### config.mk
export PLATFORM = sky130hd
export DESIGN_NAME = manch_link_top
export DESIGN_NICKNAME = d
export VERILOG_FILES = /design/src/logic/line_pkg.sv /design/src/logic/frame_pkg.sv /design/src/logic/tx_frame_buffer.sv /design/src/logic/manch_tx.sv /design/src/logic/manch_rx.sv /design/src/logic/manch_link_top.sv
export SDC_FILE = /design/constraint.sdc
export NUM_CORES = 1
export LEC_CHECK = 0
export BUFFER_PORTS_ARGS = -buffer_cell sky130_fd_sc_hd__buf_2
export CORE_MARGIN = 1.5
export CORE_UTILIZATION = 25
export DETAILED_ROUTE_END_ITERATION = 10
export PLACE_DENSITY = 0.41
export SYNTH_ARGS = -nofsm -noshare
export SYNTH_HDL_FRONTEND = slang
export SYNTH_SLANG_ARGS = --single-unit
### constraint.sdc
create_clock -name i_clk_100m -period 3.65 [get_ports i_clk_100m]
set_input_delay 1.095 -clock i_clk_100m [delete_from_list [all_inputs] [get_ports i_clk_100m]]
set_output_delay 1.095 -clock i_clk_100m [all_outputs]
set_load 0.005 [all_outputs]
### src/logic/line_pkg.sv
// Line coding constants and transmitter states, referenced by scoped name from tx and rx logic
package line_pkg;

	// ------------------------------
	// Preamble shape
	// ------------------------------

	// Whole preamble length in clock cycles
	localparam int PREAMBLE_CYCLES = 100;

	// Level held between toggles, first level is high
	localparam int PREAMBLE_HALF = 10;

	// ------------------------------
	// Transmitter FSM
	// ------------------------------

	// Idle       line low, waiting for a start pulse
	// Preamble   alternating levels
	// Start      low for one bit time, then high for one bit time
	// Data       eight Manchester cells, MSB first
	// Stop       high half, low half
	// Done       one cycle of cleanup before idle
	typedef enum logic [3:0] {
		TX_IDLE,
		TX_PREAMBLE,
		TX_START,
		TX_DATA,
		TX_STOP,
		TX_DONE
	} tx_state_e;

endpackage

### src/logic/frame_pkg.sv
// Frame payload types shared by the transmit buffer, the receiver and the link top level
package frame_pkg;

	// ------------------------------
	// Payload widths
	// ------------------------------

	// One byte on the line
	typedef logic [7:0] byte_t;

	// Bytes in a frame, also a buffer index
	typedef logic [7:0] count_t;

	// ------------------------------
	// Receive handshake payload
	// ------------------------------

	// Offered byte plus lost-byte marker
	// Overrun set when at least one byte was dropped
	// since the previous offer
	typedef struct packed {
		logic  overrun;
		byte_t data;
	} rx_byte_t;

endpackage

### src/logic/tx_frame_buffer.sv
// Transmit frame buffer, collects host bytes by handshake and feeds them to the Manchester transmitter
`timescale 1ns/1ps

module tx_frame_buffer #(
	parameter int BUF_DEPTH = 16
) (
	input  logic              i_clk_100m,
	input  logic              i_rst_n,
	input  logic              i_wr_req,
	input  frame_pkg::byte_t  i_wr_byte,
	output logic              o_wr_ack,
	input  logic              i_send_req,
	output logic              o_send_ack,
	output logic              o_tx_start,
	output frame_pkg::count_t o_tx_count,
	output frame_pkg::byte_t  o_tx_byte,
	input  logic              i_tx_byte_done,
	input  logic              i_tx_frame_done
);

	localparam int IDX_W = $clog2(BUF_DEPTH);
	localparam frame_pkg::count_t DEPTH_CNT = frame_pkg::count_t'(BUF_DEPTH);

	typedef enum logic [1:0] {
		BUF_IDLE,
		BUF_WR_ACK,
		BUF_SEND,
		BUF_SEND_ACK
	} buf_state_e;

	buf_state_e        state;
	frame_pkg::byte_t  mem [BUF_DEPTH];
	frame_pkg::count_t wr_idx;
	frame_pkg::count_t rd_idx;
	logic              buf_full;
	logic              wr_take;

	assign buf_full = (wr_idx == DEPTH_CNT);
	// Writes only between frames, never when full
	assign wr_take = (state == BUF_IDLE) && i_wr_req && !buf_full;

	// Frame length is the fill level, frozen while sending
	assign o_tx_count = wr_idx;
	assign o_tx_byte = mem[rd_idx[IDX_W-1:0]];

	// Byte storage
	always_ff @(posedge i_clk_100m) begin
		if (wr_take)
			mem[wr_idx[IDX_W-1:0]] <= i_wr_byte;
	end

	// ------------------------------
	// Handshake FSM
	// ------------------------------
	always_ff @(posedge i_clk_100m or negedge i_rst_n) begin
		if (!i_rst_n) begin
			state      <= BUF_IDLE;
			wr_idx     <= '0;
			rd_idx     <= '0;
			o_wr_ack   <= 1'b0;
			o_send_ack <= 1'b0;
			o_tx_start <= 1'b0;
		end else begin
			o_tx_start <= 1'b0;
			case (state)
				BUF_IDLE: begin
					if (wr_take) begin
						wr_idx   <= wr_idx + 8'd1;
						o_wr_ack <= 1'b1;
						state    <= BUF_WR_ACK;
					end else if (i_send_req && (wr_idx != '0)) begin
						// Request level seen here is always a fresh one
						rd_idx     <= '0;
						o_tx_start <= 1'b1;
						state      <= BUF_SEND;
					end
				end
				BUF_WR_ACK: begin
					if (!i_wr_req) begin
						o_wr_ack <= 1'b0;
						state    <= BUF_IDLE;
					end
				end
				BUF_SEND: begin
					// Next entry once the current stop cell ends
					if (i_tx_byte_done)
						rd_idx <= rd_idx + 8'd1;
					if (i_tx_frame_done) begin
						o_send_ack <= 1'b1;
						state      <= BUF_SEND_ACK;
					end
				end
				BUF_SEND_ACK: begin
					// Frame consumed, buffer empties
					if (!i_send_req) begin
						o_send_ack <= 1'b0;
						wr_idx     <= '0;
						rd_idx     <= '0;
						state      <= BUF_IDLE;
					end
				end
				default: state <= BUF_IDLE;
			endcase
		end
	end

endmodule

### src/logic/manch_tx.sv
// Manchester transmitter, drives preamble, start, data and stop cells for each buffered byte
`timescale 1ns/1ps

module manch_tx #(
	parameter int BIT_CYCLES = 10
) (
	input  logic              i_clk_100m,
	input  logic              i_rst_n,
	input  logic              i_tx_start,
	input  frame_pkg::count_t i_tx_count,
	input  frame_pkg::byte_t  i_tx_byte,
	output logic              o_tx_byte_done,
	output logic              o_tx_frame_done,
	output logic              o_tx_line
);

	// Cycle counter limits
	localparam logic [15:0] HALF_LAST = 16'(line_pkg::PREAMBLE_HALF - 1);
	localparam logic [3:0] HALVES_LAST =
		4'(line_pkg::PREAMBLE_CYCLES / line_pkg::PREAMBLE_HALF - 1);
	localparam logic [15:0] START_LAST = 16'(2 * BIT_CYCLES - 1);
	localparam logic [15:0] START_MID = 16'(BIT_CYCLES);
	localparam logic [15:0] CELL_LAST = 16'(BIT_CYCLES - 1);
	localparam logic [15:0] CELL_MID = 16'(BIT_CYCLES / 2);

	line_pkg::tx_state_e state;
	line_pkg::tx_state_e state_d;
	logic [15:0]         cyc_cnt;
	logic [15:0]         cyc_cnt_d;
	// Preamble half index, or data bit index
	logic [3:0]          bit_cnt;
	logic [3:0]          bit_cnt_d;
	frame_pkg::count_t   byte_cnt;
	frame_pkg::count_t   byte_cnt_d;
	logic                line_d;
	logic                cell_end;
	logic                last_byte;

	assign cell_end = (state == line_pkg::TX_STOP) && (cyc_cnt == CELL_LAST);
	assign last_byte = (byte_cnt == (i_tx_count - 8'd1));

	// Pulses in the last stop cycle
	assign o_tx_byte_done = cell_end;
	assign o_tx_frame_done = cell_end && last_byte;

	// ------------------------------
	// Next state and counters
	// ------------------------------
	always_comb begin
		state_d    = state;
		cyc_cnt_d  = cyc_cnt + 16'd1;
		bit_cnt_d  = bit_cnt;
		byte_cnt_d = byte_cnt;
		case (state)
			line_pkg::TX_IDLE: begin
				cyc_cnt_d  = '0;
				bit_cnt_d  = '0;
				byte_cnt_d = '0;
				if (i_tx_start)
					state_d = line_pkg::TX_PREAMBLE;
			end
			line_pkg::TX_PREAMBLE: begin
				if (cyc_cnt == HALF_LAST) begin
					cyc_cnt_d = '0;
					bit_cnt_d = bit_cnt + 4'd1;
					if (bit_cnt == HALVES_LAST) begin
						bit_cnt_d = '0;
						state_d   = line_pkg::TX_START;
					end
				end
			end
			line_pkg::TX_START: begin
				if (cyc_cnt == START_LAST) begin
					cyc_cnt_d = '0;
					state_d   = line_pkg::TX_DATA;
				end
			end
			line_pkg::TX_DATA: begin
				if (cyc_cnt == CELL_LAST) begin
					cyc_cnt_d = '0;
					bit_cnt_d = bit_cnt + 4'd1;
					if (bit_cnt == 4'd7) begin
						bit_cnt_d = '0;
						state_d   = line_pkg::TX_STOP;
					end
				end
			end
			line_pkg::TX_STOP: begin
				if (cell_end) begin
					cyc_cnt_d  = '0;
					byte_cnt_d = byte_cnt + 8'd1;
					// Loop back to a start cell until the count is reached
					state_d = last_byte ? line_pkg::TX_DONE : line_pkg::TX_START;
				end
			end
			line_pkg::TX_DONE: state_d = line_pkg::TX_IDLE;
			default: state_d = line_pkg::TX_IDLE;
		endcase
	end

	// Line level for the coming cycle
	always_comb begin
		case (state_d)
			line_pkg::TX_PREAMBLE: line_d = ~bit_cnt_d[0];
			line_pkg::TX_START:    line_d = (cyc_cnt_d >= START_MID);
			// Bit first, inverse after midpoint
			line_pkg::TX_DATA:
				line_d = i_tx_byte[3'd7 - bit_cnt_d[2:0]] ^ (cyc_cnt_d >= CELL_MID);
			line_pkg::TX_STOP:     line_d = (cyc_cnt_d < CELL_MID);
			default:               line_d = 1'b0;
		endcase
	end

	// ------------------------------
	// State and line registers
	// ------------------------------
	always_ff @(posedge i_clk_100m or negedge i_rst_n) begin
		if (!i_rst_n) begin
			state     <= line_pkg::TX_IDLE;
			cyc_cnt   <= '0;
			bit_cnt   <= '0;
			byte_cnt  <= '0;
			o_tx_line <= 1'b0;
		end else begin
			state     <= state_d;
			cyc_cnt   <= cyc_cnt_d;
			bit_cnt   <= bit_cnt_d;
			byte_cnt  <= byte_cnt_d;
			o_tx_line <= line_d;
		end
	end

endmodule

### src/logic/manch_rx.sv
// Manchester receiver, finds start cells, decodes bytes and offers them on a four-phase handshake
`timescale 1ns/1ps

module manch_rx #(
	parameter int BIT_CYCLES = 10
) (
	input  logic                i_clk_100m,
	input  logic                i_rst_n,
	input  logic                i_rx_line,
	output logic                o_rx_req,
	output frame_pkg::rx_byte_t o_rx_byte,
	input  logic                i_rx_ack
);

	// Low run longer than any data or preamble low, at least one bit time
	localparam int LOW_RUN = (BIT_CYCLES > line_pkg::PREAMBLE_HALF) ?
		BIT_CYCLES : line_pkg::PREAMBLE_HALF;
	localparam logic [15:0] LOW_MIN = 16'(LOW_RUN + 1);
	localparam logic [15:0] CELL_LAST = 16'(BIT_CYCLES - 1);
	// Sample points, quarter and three quarters into a cell
	localparam logic [15:0] QTR = 16'(BIT_CYCLES / 4);
	localparam logic [15:0] QTR3 = 16'(BIT_CYCLES / 2 + BIT_CYCLES / 4);

	typedef enum logic [1:0] {
		RX_HUNT,
		RX_SKIP,
		RX_DATA,
		RX_STOP
	} rx_state_e;

	rx_state_e        state;
	logic [1:0]       line_sync;
	logic [15:0]      low_cnt;
	logic [15:0]      cyc_cnt;
	logic [2:0]       bit_cnt;
	logic             first_half;
	logic             stop_ok;
	logic             overrun;
	frame_pkg::byte_t shift_reg;
	logic             line_s;
	logic             byte_ok;
	logic             offer;

	assign line_s = line_sync[1];
	// Complete byte with a good stop half
	assign byte_ok = (state == RX_STOP) && (cyc_cnt == CELL_LAST) && stop_ok;
	// Holding register free only when both handshake lines are low
	assign offer = byte_ok && !o_rx_req && !i_rx_ack;

	// ------------------------------
	// Line sync and low run length
	// ------------------------------
	always_ff @(posedge i_clk_100m or negedge i_rst_n) begin
		if (!i_rst_n) begin
			line_sync <= '0;
			low_cnt   <= '0;
		end else begin
			line_sync <= {line_sync[0], i_rx_line};
			if (line_s)
				low_cnt <= '0;
			else if (low_cnt != 16'hffff)
				low_cnt <= low_cnt + 16'd1;
		end
	end

	// Shifter and offered byte
	always_ff @(posedge i_clk_100m) begin
		if ((state == RX_DATA) && (cyc_cnt == QTR3))
			shift_reg <= {shift_reg[6:0], first_half};
		if (offer) begin
			o_rx_byte.data    <= shift_reg;
			o_rx_byte.overrun <= overrun;
		end
	end

	// ------------------------------
	// Decoder FSM and handshake
	// ------------------------------
	always_ff @(posedge i_clk_100m or negedge i_rst_n) begin
		if (!i_rst_n) begin
			state      <= RX_HUNT;
			cyc_cnt    <= '0;
			bit_cnt    <= '0;
			first_half <= 1'b0;
			stop_ok    <= 1'b0;
			overrun    <= 1'b0;
			o_rx_req   <= 1'b0;
		end else begin
			cyc_cnt <= cyc_cnt + 16'd1;
			if (o_rx_req && i_rx_ack)
				o_rx_req <= 1'b0;
			// Busy holding register, drop byte and mark the next one
			if (offer) begin
				o_rx_req <= 1'b1;
				overrun  <= 1'b0;
			end else if (byte_ok) begin
				overrun <= 1'b1;
			end
			case (state)
				RX_HUNT: begin
					// Rise in the middle of a start cell
					if (line_s && (low_cnt >= LOW_MIN)) begin
						cyc_cnt <= 16'd1;
						state   <= RX_SKIP;
					end
				end
				RX_SKIP: begin
					if (cyc_cnt == CELL_LAST) begin
						cyc_cnt <= '0;
						bit_cnt <= '0;
						state   <= RX_DATA;
					end
				end
				RX_DATA: begin
					if (cyc_cnt == QTR)
						first_half <= line_s;
					// No transition mid-cell, not a real frame
					if ((cyc_cnt == QTR3) && (line_s == first_half))
						state <= RX_HUNT;
					if (cyc_cnt == CELL_LAST) begin
						cyc_cnt <= '0;
						bit_cnt <= bit_cnt + 3'd1;
						if (bit_cnt == 3'd7)
							state <= RX_STOP;
					end
				end
				RX_STOP: begin
					if (cyc_cnt == QTR)
						stop_ok <= line_s;
					if (cyc_cnt == CELL_LAST)
						state <= RX_HUNT;
				end
				default: state <= RX_HUNT;
			endcase
		end
	end

endmodule

### src/logic/manch_link_top.sv
// Manchester link top level, wires the frame buffer, transmitter and receiver and sets timing
`timescale 1ns/1ps

module manch_link_top #(
	parameter int BIT_CYCLES = 10,
	parameter int BUF_DEPTH = 16
) (
	input  logic                i_clk_100m,
	input  logic                i_rst_n,
	input  logic                i_wr_req,
	input  frame_pkg::byte_t    i_wr_byte,
	output logic                o_wr_ack,
	input  logic                i_send_req,
	output logic                o_send_ack,
	output logic                o_tx_line,
	input  logic                i_rx_line,
	output logic                o_rx_req,
	output frame_pkg::rx_byte_t o_rx_byte,
	input  logic                i_rx_ack
);

	// Buffer to transmitter
	logic              tx_start;
	logic              tx_byte_done;
	logic              tx_frame_done;
	frame_pkg::count_t tx_count;
	frame_pkg::byte_t  tx_byte;

	tx_frame_buffer #(
		.BUF_DEPTH(BUF_DEPTH)
	) i_tx_frame_buffer (
		.i_clk_100m     (i_clk_100m),
		.i_rst_n        (i_rst_n),
		.i_wr_req       (i_wr_req),
		.i_wr_byte      (i_wr_byte),
		.o_wr_ack       (o_wr_ack),
		.i_send_req     (i_send_req),
		.o_send_ack     (o_send_ack),
		.o_tx_start     (tx_start),
		.o_tx_count     (tx_count),
		.o_tx_byte      (tx_byte),
		.i_tx_byte_done (tx_byte_done),
		.i_tx_frame_done(tx_frame_done)
	);

	manch_tx #(
		.BIT_CYCLES(BIT_CYCLES)
	) i_manch_tx (
		.i_clk_100m     (i_clk_100m),
		.i_rst_n        (i_rst_n),
		.i_tx_start     (tx_start),
		.i_tx_count     (tx_count),
		.i_tx_byte      (tx_byte),
		.o_tx_byte_done (tx_byte_done),
		.o_tx_frame_done(tx_frame_done),
		.o_tx_line      (o_tx_line)
	);

	// Receive path, independent of the send path
	manch_rx #(
		.BIT_CYCLES(BIT_CYCLES)
	) i_manch_rx (
		.i_clk_100m(i_clk_100m),
		.i_rst_n   (i_rst_n),
		.i_rx_line (i_rx_line),
		.o_rx_req  (o_rx_req),
		.o_rx_byte (o_rx_byte),
		.i_rx_ack  (i_rx_ack)
	);

endmodule

==> results of run 1 <==
==> metrics by stage <==
stage	power, mW	cell area (sq um)	utilization, %
6_report	6.249	12710	29.58
3_3_place_gp	3.404	11740	27.32
3_5_place_dp	3.402	11740	27.32
2_1_floorplan	3.276	10870	-
5_1_grt	6.531	12710	29.58
4_1_cts	6.373	12710	29.58
==> power breakdown <==
group / switching [mW] / total [mW] / internal, mW
Sequential: 0.0660 / 2.98 / 2.92
Clock: 1.16 / 2.91 / 1.75
Combinational: 0.236 / 0.358 / 0.122
Total: 1.46 / 6.25 / 4.79
==> worst reg2reg max path: cells and delay by family (launching register included) <==
family | cells | cell delay (ns)
simple gates | 4 | 1.31
compound gates | 5 | 1.13
flops | 1 | 0.46
==> final timing paths <==
kind                       slack (ns)                                       to  cells past startpoint
max in group asynchronous        2.40  i_tx_frame_buffer.rd_idx[0]$_DFFE_PN0P_                      2
min in group asynchronous        0.55         i_manch_rx.cyc_cnt[11]$_DFF_PN0_                      1
hold / removal                   0.35        i_manch_rx.line_sync[1]$_DFF_PN0_                      0
setup / recovery                 0.61           i_manch_tx.o_tx_line$_DFF_PN0_                      9
setup reg to reg                 0.61           i_manch_tx.o_tx_line$_DFF_PN0_                      9
hold reg to reg                  0.35        i_manch_rx.line_sync[1]$_DFF_PN0_                      0
==> kinds of logic after synthesis <==
logic type / Yosys count / synth area share, %
fa+ha+maj: 21 / 2.417
compound gates: 80 / 4.973
simple gates: 307 / 14.55
xor+xnor: 61 / 4.915
other cells: 1 / 0.03450
mux: 52 / 9.208
buf+inv: 55 / 2.440
flops: 238 / 61.46
==> cell usage after synthesis, drive strengths merged, types with 2 or more instances <==
cell    count
o31ai       5
and3       12
mux2        4
xor2       32
and3b       2
nor4b       2
edfxtp    145
o21ai      24
and2        5
nand3      37
ha         21
nor3       21
nand2      53
or2         4
a21oi      17
mux4       38
nor3b       2
or4         4
a31oi       6
o31a        2
xnor2      29
and2b       2
a22o        6
nand4      14
a21o        4
nand2b      6
mux2i      10
and4b       2
a41oi       2
or3         4
inv        18
dfrtp      93
nand3b      3
buf        14
o22ai       2
nor2      104
clkbuf     23
and4        8
nor2b       7
nor4       15
==> routing by layer <==
layer  up-vias  wire length (microns)  GRT usage, %
met5         -                      0             0
met2        74                  11070         17.14
met3        38                    839         2.018
li1       3105                      -             -
met4         0                    529         2.808
met1      3275                  11580         15.90
==> placed cells by master (no fill, tap or decap), types with 24 or more instances in the layout <==
cell / instances
edfxtp_1: 145
nor2_1: 102
dfrtp_1: 92
nand2_1: 53
mux4_2: 38
nand3_1: 37
xor2_1: 32
xnor2_1: 29
clkbuf_16: 29
buf_2: 25
o21ai_0: 24
==> cell type report <==
class,instances,area [sq um],area share [%]
clock buffers,34,744.5,5.855
clock inverters,20,226.5,1.781
well taps,585,732.0,5.757
flip-flops and latches,238,6683,52.56
multi-input cells,522,3924,30.86
repair buffers,48,335.3,2.637
diodes,1,2.502,0.01968
inverters,18,67.56,0.5314
==> impl_metrics.env, run 1 <==
export IMPL_clkLatencyLatePin_ns=0.55
export IMPL_place_gp_congestion=0.7477
export IMPL_peakVddDrop_v=0.0003498
export IMPL_rows=76
export IMPL_die_w_microns=211.5
export IMPL_pre_cts_ws_ns=0.6103
export IMPL_worst_pin_slew_ns=1.018
export IMPL_grt_overflow=0
export IMPL_ys_seq_area_share_pct=61.46
export IMPL_ctsLongestPathBuffers=3
export IMPL_firstDrtPassIters=5
export IMPL_end_kind="flop"
export IMPL_synth_seq_cells=238
export IMPL_grt_pass1_wl_microns=38760
export IMPL_synth_edf_count=145
export IMPL_die_h_microns=211.5
export IMPL_ctsResizeCount=0
export IMPL_post_cts_buffers=0
export IMPL_drive_gt1_share_pct=17.95
export IMPL_ant_nets=0
export IMPL_port_buffers=26
export IMPL_post_route_min_period_ns=3.040
export IMPL_required_ns=4.06
export IMPL_cts_clk_slew_worst_paths_ns=0.06
export IMPL_r2r_start="i_manch_tx.cyc_cnt[7]$_DFF_PN0_"
export IMPL_async_flop_share_pct=39.08
export IMPL_syn_inst=815
export IMPL_htreeDepth=1
export IMPL_dieArea_sq_um=44740
export IMPL_worst_path_max_delay_cell="or4_4"
export IMPL_cts_buffers=29
export IMPL_worstSetupStartpoint="i_manch_tx.cyc_cnt[7]$_DFF_PN0_"
export IMPL_synth_distinct_cells=66
export IMPL_hpwl_microns=15730
export IMPL_setup_worst_path_start_class="flop"
export IMPL_largest_reg_flops=128
export IMPL_path_class="flop to flop"
export IMPL_cts_hold_buf=0
export IMPL_syn_area_sq_um=10870
export IMPL_synth_top_cell_area_share_pct=40.06
export IMPL_final_nets=892
export IMPL_cp_max_fo=9
export IMPL_final_cells=1466
export IMPL_cts_root_buf="clkbuf_16"
export IMPL_hold_start="i_manch_rx.line_sync[0]$_DFF_PN0_"
export IMPL_cts_sinks=238
export IMPL_antenna_found_initial=1
export IMPL_drc=0
export IMPL_vias=6492
export IMPL_final_hold_viol_count=0
export IMPL_synth_flop_cell="edfxtp_1"
export IMPL_drv_slew=0
export IMPL_grt_pass1_vias=6644
export IMPL_drt_initial_drc_count=380
export IMPL_core_area_sq_um=42980
export IMPL_synthesis_nets=850
export IMPL_rsz0062_at_grt="false"
export IMPL_synth_area_top_cells="edfxtp_1 40%, dfrtp_1 21%, mux4_2 7.9%"
export IMPL_drv_cap=0
export IMPL_ios=27
export IMPL_fmax_mhz=329.0
export IMPL_crit_buf_inv=0
export IMPL_crit_chain="nor4_4 -> nand4_4 -> or4_4 -> a22oi_4 -> nor2_2 -> a22o_1 -> o31a_1 -> o211ai_1 -> o311ai_1"
export IMPL_finClkSkew_ns=0.01299
export IMPL_critPathTopFamily="simple AND/OR/NAND/NOR gates"
export IMPL_arrival_ns=3.45
export IMPL_syn2layout_area_growth_pct=16.97
export IMPL_total_leakage_power_nw=4.649
export IMPL_dp_cells=1411
export IMPL_setup_viol=0
export IMPL_syn_area_per_cell_sq_um=13.34
export IMPL_holdWs_ns=0.3495
export IMPL_tns_ns=0
export IMPL_max_stage_delay_ns=0.58
export IMPL_vias_per_cell=4.428
export IMPL_grt_max_degree=51
export IMPL_power_density_nw_per_um2=491.5
export IMPL_relSlewSlack_pct=31.86
export IMPL_hold_class="flop to flop"
export IMPL_wl_per_cell_microns=16.38
export IMPL_drt_total_wl_microns=24010
export IMPL_tritoncts="done"
export IMPL_synth_top_cell_by_area="edfxtp_1"
export IMPL_nFillCells=4400
export IMPL_status="finished clean"
export IMPL_fin_ws_ns=0.6103
export IMPL_period_share_pct=83.28
export IMPL_grtUsageTotal_pct=11.06
export IMPL_yosys_warnings=0
export IMPL_start_util_pct=25.29
Power figures use the tool's default switching activity.
==> run 2: changes to the inputs <==
Settings changed: PLACE_DENSITY 0.41 to 0.42.
Clock period 3.65 ns to 2.6 ns, I/O delays scaled along.
==> impl_metrics.env, run 2 (synthesis results as in run 1) <==
export IMPL_status="finished with violations"
export IMPL_violations="negative setup slack"
export IMPL_post_route_min_period_ns=2.693
export IMPL_vias=6810
export IMPL_drv_cap=0
export IMPL_total_leakage_power_nw=5.118
export IMPL_grtUsageTotal_pct=11.66
export IMPL_antenna_found_initial=3
export IMPL_port_buffers=26
export IMPL_max_stage_delay_ns=0.51
export IMPL_drt_initial_drc_count=420
export IMPL_place_gp_congestion=0.8049
export IMPL_worst_pin_slew_ns=0.8192
export IMPL_core_area_sq_um=42980
export IMPL_holdWs_ns=0.1075
export IMPL_tns_ns=-0.09330
export IMPL_die_h_microns=211.5
export IMPL_wl_per_cell_microns=16.39
export IMPL_firstDrtPassIters=5
export IMPL_cts_root_buf="clkbuf_16"
export IMPL_pre_cts_ws_ns=-0.1771
export IMPL_final_common_cell="edfxtp_1"
export IMPL_ant_nets=0
export IMPL_peakVddDrop_v=0.0004341
export IMPL_largest_reg_flops=128
export IMPL_cp_max_fo=4
export IMPL_arrival_ns=3.15
export IMPL_path_class="flop to flop"
export IMPL_cts_buffers=28
export IMPL_hpwl_microns=16730
export IMPL_r2r_start="i_manch_tx.cyc_cnt[2]$_DFF_PN0_"
export IMPL_grt_pass1_wl_microns=40360
export IMPL_tritoncts="done"
export IMPL_drv_slew=0
export IMPL_regArea_sq_um=6684
export IMPL_multi_input_area_sq_um=4015
export IMPL_setup_worst_path_start_class="flop"
export IMPL_nFillCells=4366
export IMPL_grt_pass1_vias=6935
export IMPL_rows=76
export IMPL_ctsLongestPathBuffers=3
export IMPL_end_kind="flop"
export IMPL_rsz0062_at_grt="true"
export IMPL_drc=0
export IMPL_ff2ff_path_depth=8
export IMPL_final_nets=972
export IMPL_required_ns=3.05
export IMPL_setup_viol=1
export IMPL_dieArea_sq_um=44740
export IMPL_worst_path_max_delay_cell="or4_1"
export IMPL_drive_gt1_share_pct=26.59
export IMPL_relSlewSlack_pct=44.97
export IMPL_clkLatencyLatePin_ns=0.56
export IMPL_crit_chain="nor4_4 -> nand4_1 -> or3_4 -> a21oi_2 -> o21ba_2 -> or4_1 -> a221o_1 -> o311ai_1"
export IMPL_ff2ff_setup_slack_ns=-0.09
export IMPL_fmax_mhz=371.3
export IMPL_final_hold_viol_count=0
export IMPL_ios=27
export IMPL_finClkSkew_ns=0.01814
export IMPL_power_density_nw_per_um2=655.4
export IMPL_fin_ws_ns=-0.09330
export IMPL_syn2layout_area_growth_pct=25.06
export IMPL_r2r_end="i_manch_tx.o_tx_line$_DFF_PN0_"
export IMPL_htreeDepth=1
export IMPL_cts_clk_slew_worst_paths_ns=0.06
export IMPL_hold_class="primary input to asynchronous set/reset pin"
export IMPL_final_cell_mix="145 x edfxtp_1, 100 x nor2_1, 91 x dfrtp_1, 89 x buf_4, 53 x nand2_1"
export IMPL_period_share_pct=103.6
export IMPL_vias_per_cell=4.408
export IMPL_die_w_microns=211.5
export IMPL_grt_max_degree=49
export IMPL_drt_total_wl_microns=25330
export IMPL_cts_hold_buf=0
export IMPL_grt_overflow=0
export IMPL_cts_sinks=238
export IMPL_start_util_pct=25.29
==> run 2: stage by stage <==
stage | instance area [sq um] | utilization, % | instances | total power, mW
after global placement | 12500 | 29.08 | 1490 | 4.811
after global routing | 13590 | 31.62 | 1544 | 9.302
after detailed placement | 12500 | 29.08 | 1490 | 4.816
after CTS | 13510 | 31.43 | 1543 | 9.068
after floorplan | 10890 | - | 815 | 4.600
final | 13590 | 31.63 | 1545 | 8.910
==> run 2: how the worst max path moves through the flow <==
| stage | slack, ns | to | start | cells after the start |
|---|---|---|---|---|
| 6_report | -0.09 | i_manch_tx.o_tx_line$_DFF_PN0_ | i_manch_tx.cyc_cnt[2]$_DFF_PN0_ | 8 |
| 5_1_grt | -0.22 | i_manch_tx.o_tx_line$_DFF_PN0_ | i_manch_tx.cyc_cnt[6]$_DFF_PN0_ | 10 |
| 4_1_cts | -0.16 | i_manch_tx.o_tx_line$_DFF_PN0_ | i_manch_tx.cyc_cnt[12]$_DFF_PN0_ | 9 |
| 3_5_place_dp | -0.18 | i_manch_tx.o_tx_line$_DFF_PN0_ | i_manch_tx.cyc_cnt[2]$_DFF_PN0_ | 8 |
| 3_3_place_gp | -0.15 | i_manch_tx.o_tx_line$_DFF_PN0_ | i_manch_tx.cyc_cnt[2]$_DFF_PN0_ | 8 |
| 2_1_floorplan | -0.06 | i_manch_tx.o_tx_line$_DFF_PN0_ | i_manch_tx.cyc_cnt[2]$_DFF_PN0_ | 10 |
==> run 2: worst max-delay path, delay by kind of cell (launching register included) <==
family,cells,cell delay (ns)
compound gates,4,0.72
flops,1,0.40
simple gates,4,1.47
==> run 2: repair_timing <==
item	4_1_cts	5_1_grt
setup buffers	1	1
hold endpoints to repair	0	0
setup endpoints to repair	1	42
pin swaps	9	2
resized for setup	1	14
==> run 2: report_power, final <==
part           switching (mW)  internal [mW]  total (mW)
Sequential             0.0876           4.09        4.18
Combinational           0.345          0.204       0.549
Clock                    1.63           2.55        4.18
Total                    2.06           6.85        8.91
==> run 2: final cells by class <==
class / instances / share of cell area [%]
antenna: 1 / 0.01841
clock buffer: 35 / 5.798
clock inverter: 17 / 1.555
inverter: 18 / 0.4970
multi-input combinational: 522 / 29.54
sequential: 238 / 49.17
tap: 585 / 5.384
timing repair buffer: 129 / 8.044
==> run 2: layer usage <==
layer  part of all wire, %  track usage (%)  vias up
li1                      -                -     3271
met1                    47            15.76     3406
met2                    48            19.18       92
met3                   3.3            2.285       37
met4                   2.0            2.857        4
met5                  0.12                0        -
==> run 3: changes to the inputs <==
Settings changed: SYNTH_HIERARCHICAL from default to 1.
==> impl_metrics.env, run 3 <==
export IMPL_cp_max_fo=4
export IMPL_crit_chain="inv_2 -> ha_4 -> or4bb_4 -> nor4_4 -> a21oi_2 -> o21ai_2 -> inv_2 -> a2111o_1 -> o221ai_2 -> nor4_2 -> o21ai_2 -> o311ai_2"
export IMPL_grt_pass1_vias=7713
export IMPL_ios=27
export IMPL_vias=7522
export IMPL_wl_met3_microns=899
export IMPL_final_cell_mix="145 x edfxtp_1, 133 x buf_4, 92 x dfrtp_1, 89 x nor2_1, 77 x nand2_1"
export IMPL_post_route_util_pct=32.00
export IMPL_ant_nets=0
export IMPL_synth_distinct_cells=83
export IMPL_ctsLongestPathBuffers=3
export IMPL_end_kind="flop"
export IMPL_worst_path_max_delay_cell="or4bb_4"
export IMPL_die_h_microns=216.2
export IMPL_core_area_sq_um=44510
export IMPL_syn_area_sq_um=11360
export IMPL_hpwl_microns=18780
export IMPL_synth_top_cell_area_share_pct=38.32
export IMPL_violations="negative setup slack"
export IMPL_cts_buffers=28
export IMPL_die_w_microns=216.2
export IMPL_drc=0
export IMPL_dp_cells=1607
export IMPL_cts_sinks=238
export IMPL_total_leakage_power_nw=5.435
export IMPL_ys_seq_area_share_pct=58.80
export IMPL_synth_seq_cells=238
export IMPL_r2r_start="i_manch_tx/cyc_cnt[1]$_DFF_PN0_"
export IMPL_cts_hold_buf=0
export IMPL_final_common_cell="edfxtp_1"
export IMPL_antenna_found_initial=0
export IMPL_dieArea_sq_um=46740
export IMPL_grt_max_degree=36
export IMPL_vias_per_cell=4.501
export IMPL_htreeDepth=1
export IMPL_yosys_warnings=6
export IMPL_wl_met2_microns=12780
export IMPL_fin_ws_ns=-0.2546
export IMPL_relSlewSlack_pct=51.34
export IMPL_drt_total_wl_microns=27100
export IMPL_grt_overflow=0
export IMPL_path_class="flop to flop"
export IMPL_drv_slew=0
export IMPL_grt_pass1_wl_microns=43720
export IMPL_tritoncts="done"
export IMPL_synth_area_top_cells="edfxtp_1 38%, dfrtp_1 20%, mux4_2 6.3%"
export IMPL_start_util_pct=25.53
export IMPL_crit_buf_inv=2
export IMPL_yosysMostFrequentCell="edfxtp_1"
export IMPL_crit_cells=12
export IMPL_synth_edf_count=145
export IMPL_largest_reg_flops=128
export IMPL_ff2ff_path_depth=12
export IMPL_syn_area_per_cell_sq_um=12.72
export IMPL_final_cells=1671
export IMPL_post_route_min_period_ns=2.855
export IMPL_fmax_mhz=350.3
export IMPL_cts_root_buf="clkbuf_16"
export IMPL_drv_cap=0
export IMPL_rows=77
export IMPL_period_share_pct=109.8
export IMPL_finClkSkew_ns=0.04560
export IMPL_hold_class="primary input to asynchronous set/reset pin"
export IMPL_port_buffers=26
export IMPL_max_stage_delay_ns=0.46
export IMPL_syn_inst=893
export IMPL_setup_viol=1
export IMPL_cts_clk_slew_worst_paths_ns=0.06
export IMPL_synth_flop_cell="edfxtp_1"
export IMPL_rsz0062_at_grt="true"
export IMPL_final_hold_viol_count=0
export IMPL_setup_worst_path_start_class="flop"
export IMPL_wl_met1_microns=12830
export IMPL_drive_gt1_share_pct=29.29
export IMPL_r2r_end="i_manch_tx/o_tx_line$_DFF_PN0_"
export IMPL_worst_pin_slew_ns=0.7283
export IMPL_wl_per_cell_microns=16.21
export IMPL_status="finished with violations"
export IMPL_firstDrtPassIters=5
export IMPL_required_ns=3.05
export IMPL_synth_top_cell_by_area="edfxtp_1"
export IMPL_grtUsageTotal_pct=11.75
export IMPL_power_density_nw_per_um2=813.3
export IMPL_highest_layer="met4"
export IMPL_syn2layout_area_growth_pct=25.35
export IMPL_async_flop_share_pct=39.08
export IMPL_insertedDiodeCount=0
export IMPL_synthesis_nets=929
export IMPL_peakVddDrop_v=0.0006433
export IMPL_arrival_ns=3.30
export IMPL_final_nets=1093
export IMPL_ff2ff_setup_slack_ns=-0.25
export IMPL_clkLatencyLatePin_ns=0.59
export IMPL_drt_initial_drc_count=498
export IMPL_place_gp_congestion=0.7680
export IMPL_synth_common_cells="145 x edfxtp_1, 93 x dfrtp_1, 93 x nor2_1"
export IMPL_critPathTopFamily="compound AO/OA/AOI/OAI gates"
==> run 3: cell types whose count changed in the layout (fill, tap and decap cells not counted), sizes merged, moves of 4 or more <==
cell	change
a21oi	+12
a22o	-5
a22oi	+17
a31oi	+8
and2	+8
and4	-5
buf	+37
clkbuf	+4
inv	+5
mux4	-6
nand2	+26
nor4b	+4
==> run 3: how the worst max path moves through the flow <==
stage	start	to	slack, ns
floorplan	i_manch_tx/state[2]$_DFF_PN0_	i_manch_tx/o_tx_line$_DFF_PN0_	-0.25
global placement	i_tx_frame_buffer/rd_idx[0]$_DFFE_PN0P_	i_manch_tx/o_tx_line$_DFF_PN0_	-0.30
detailed placement	i_tx_frame_buffer/rd_idx[0]$_DFFE_PN0P_	i_manch_tx/o_tx_line$_DFF_PN0_	-0.34
CTS	i_manch_tx/cyc_cnt[1]$_DFF_PN0_	i_manch_tx/o_tx_line$_DFF_PN0_	-0.28
global route	i_manch_tx/cyc_cnt[1]$_DFF_PN0_	i_manch_tx/o_tx_line$_DFF_PN0_	-0.38
finish	i_manch_tx/cyc_cnt[1]$_DFF_PN0_	i_manch_tx/o_tx_line$_DFF_PN0_	-0.25
==> run 3: cell type report <==
cell class	instances	area, sq um
Timing Repair Buffer	166	1250
Clock buffer	39	772.0
Tap cell	592	740.7
Clock inverter	13	141.4
Fill cell	4536	30270
Inverter	24	90.09
Multi-Input combinational cell	599	4567
Sequential cell	238	6683
==> run 3: through the flow <==
| step | setup WS (ns) | setup TNS (ns) | power (mW) | hold WS, ns | instance area [sq um] |
|---|---|---|---|---|---|
| floorplan | -0.2451 | -0.8260 | 6.528 | 0.3312 | 11380 |
| global placement | -0.3033 | -1.003 | 7.652 | 0.3414 | 13100 |
| detailed placement | -0.3355 | -1.714 | 7.667 | 0.3459 | 13100 |
| CTS | -0.2758 | -0.2758 | 11.68 | 0.1674 | 14060 |
| global route | -0.3790 | -0.3986 | 12.25 | 0.1968 | 14240 |
| finish | -0.2546 | -0.2546 | 11.58 | 0.1922 | 14240 |
==> run 3: timing repair <==
action / in CTS / in global routing
pin swaps: 2 / 11
endpoints found under the setup margin: 21 / 34
gates resized for setup: 7 / 29
setup buffers: 2 / 9
cloned: 0 / 1
==> run 3: power breakdown <==
| part | internal (mW) | switching [mW] |
|---|---|---|
| Clock | 2.28 | 1.60 |
| Sequential | 4.29 | 0.232 |
| Combinational | 1.53 | 1.66 |
| Total | 8.10 | 3.49 |
==> run 3: logic make-up (layout without fill, tap and decap cells) <==
| family | Yosys count | count (layout) | share of synthesized area, % |
|---|---|---|---|
| AO/OA/AOI/OAI | 121 | 121 | 7.730 |
| XOR/XNOR | 60 | 60 | 4.624 |
| adder cells (fa/ha/maj) | 22 | 22 | 2.422 |
| buffers and inverters | 56 | 242 | 2.323 |
| flip-flops | 238 | 238 | 58.80 |
| multiplexers | 43 | 43 | 7.344 |
| other | 1 | 1 | 0.03300 |
| AND/OR/NAND/NOR | 352 | 352 | 16.73 |
==> run 3: layer usage <==
metal | track usage (%) | vias to the layer above
met3 | 1.825 | 38
met1 | 16.01 | 3713
met5 | 0 | -
met2 | 19.37 | 106
met4 | 3.194 | 0
li1 | - | 3665
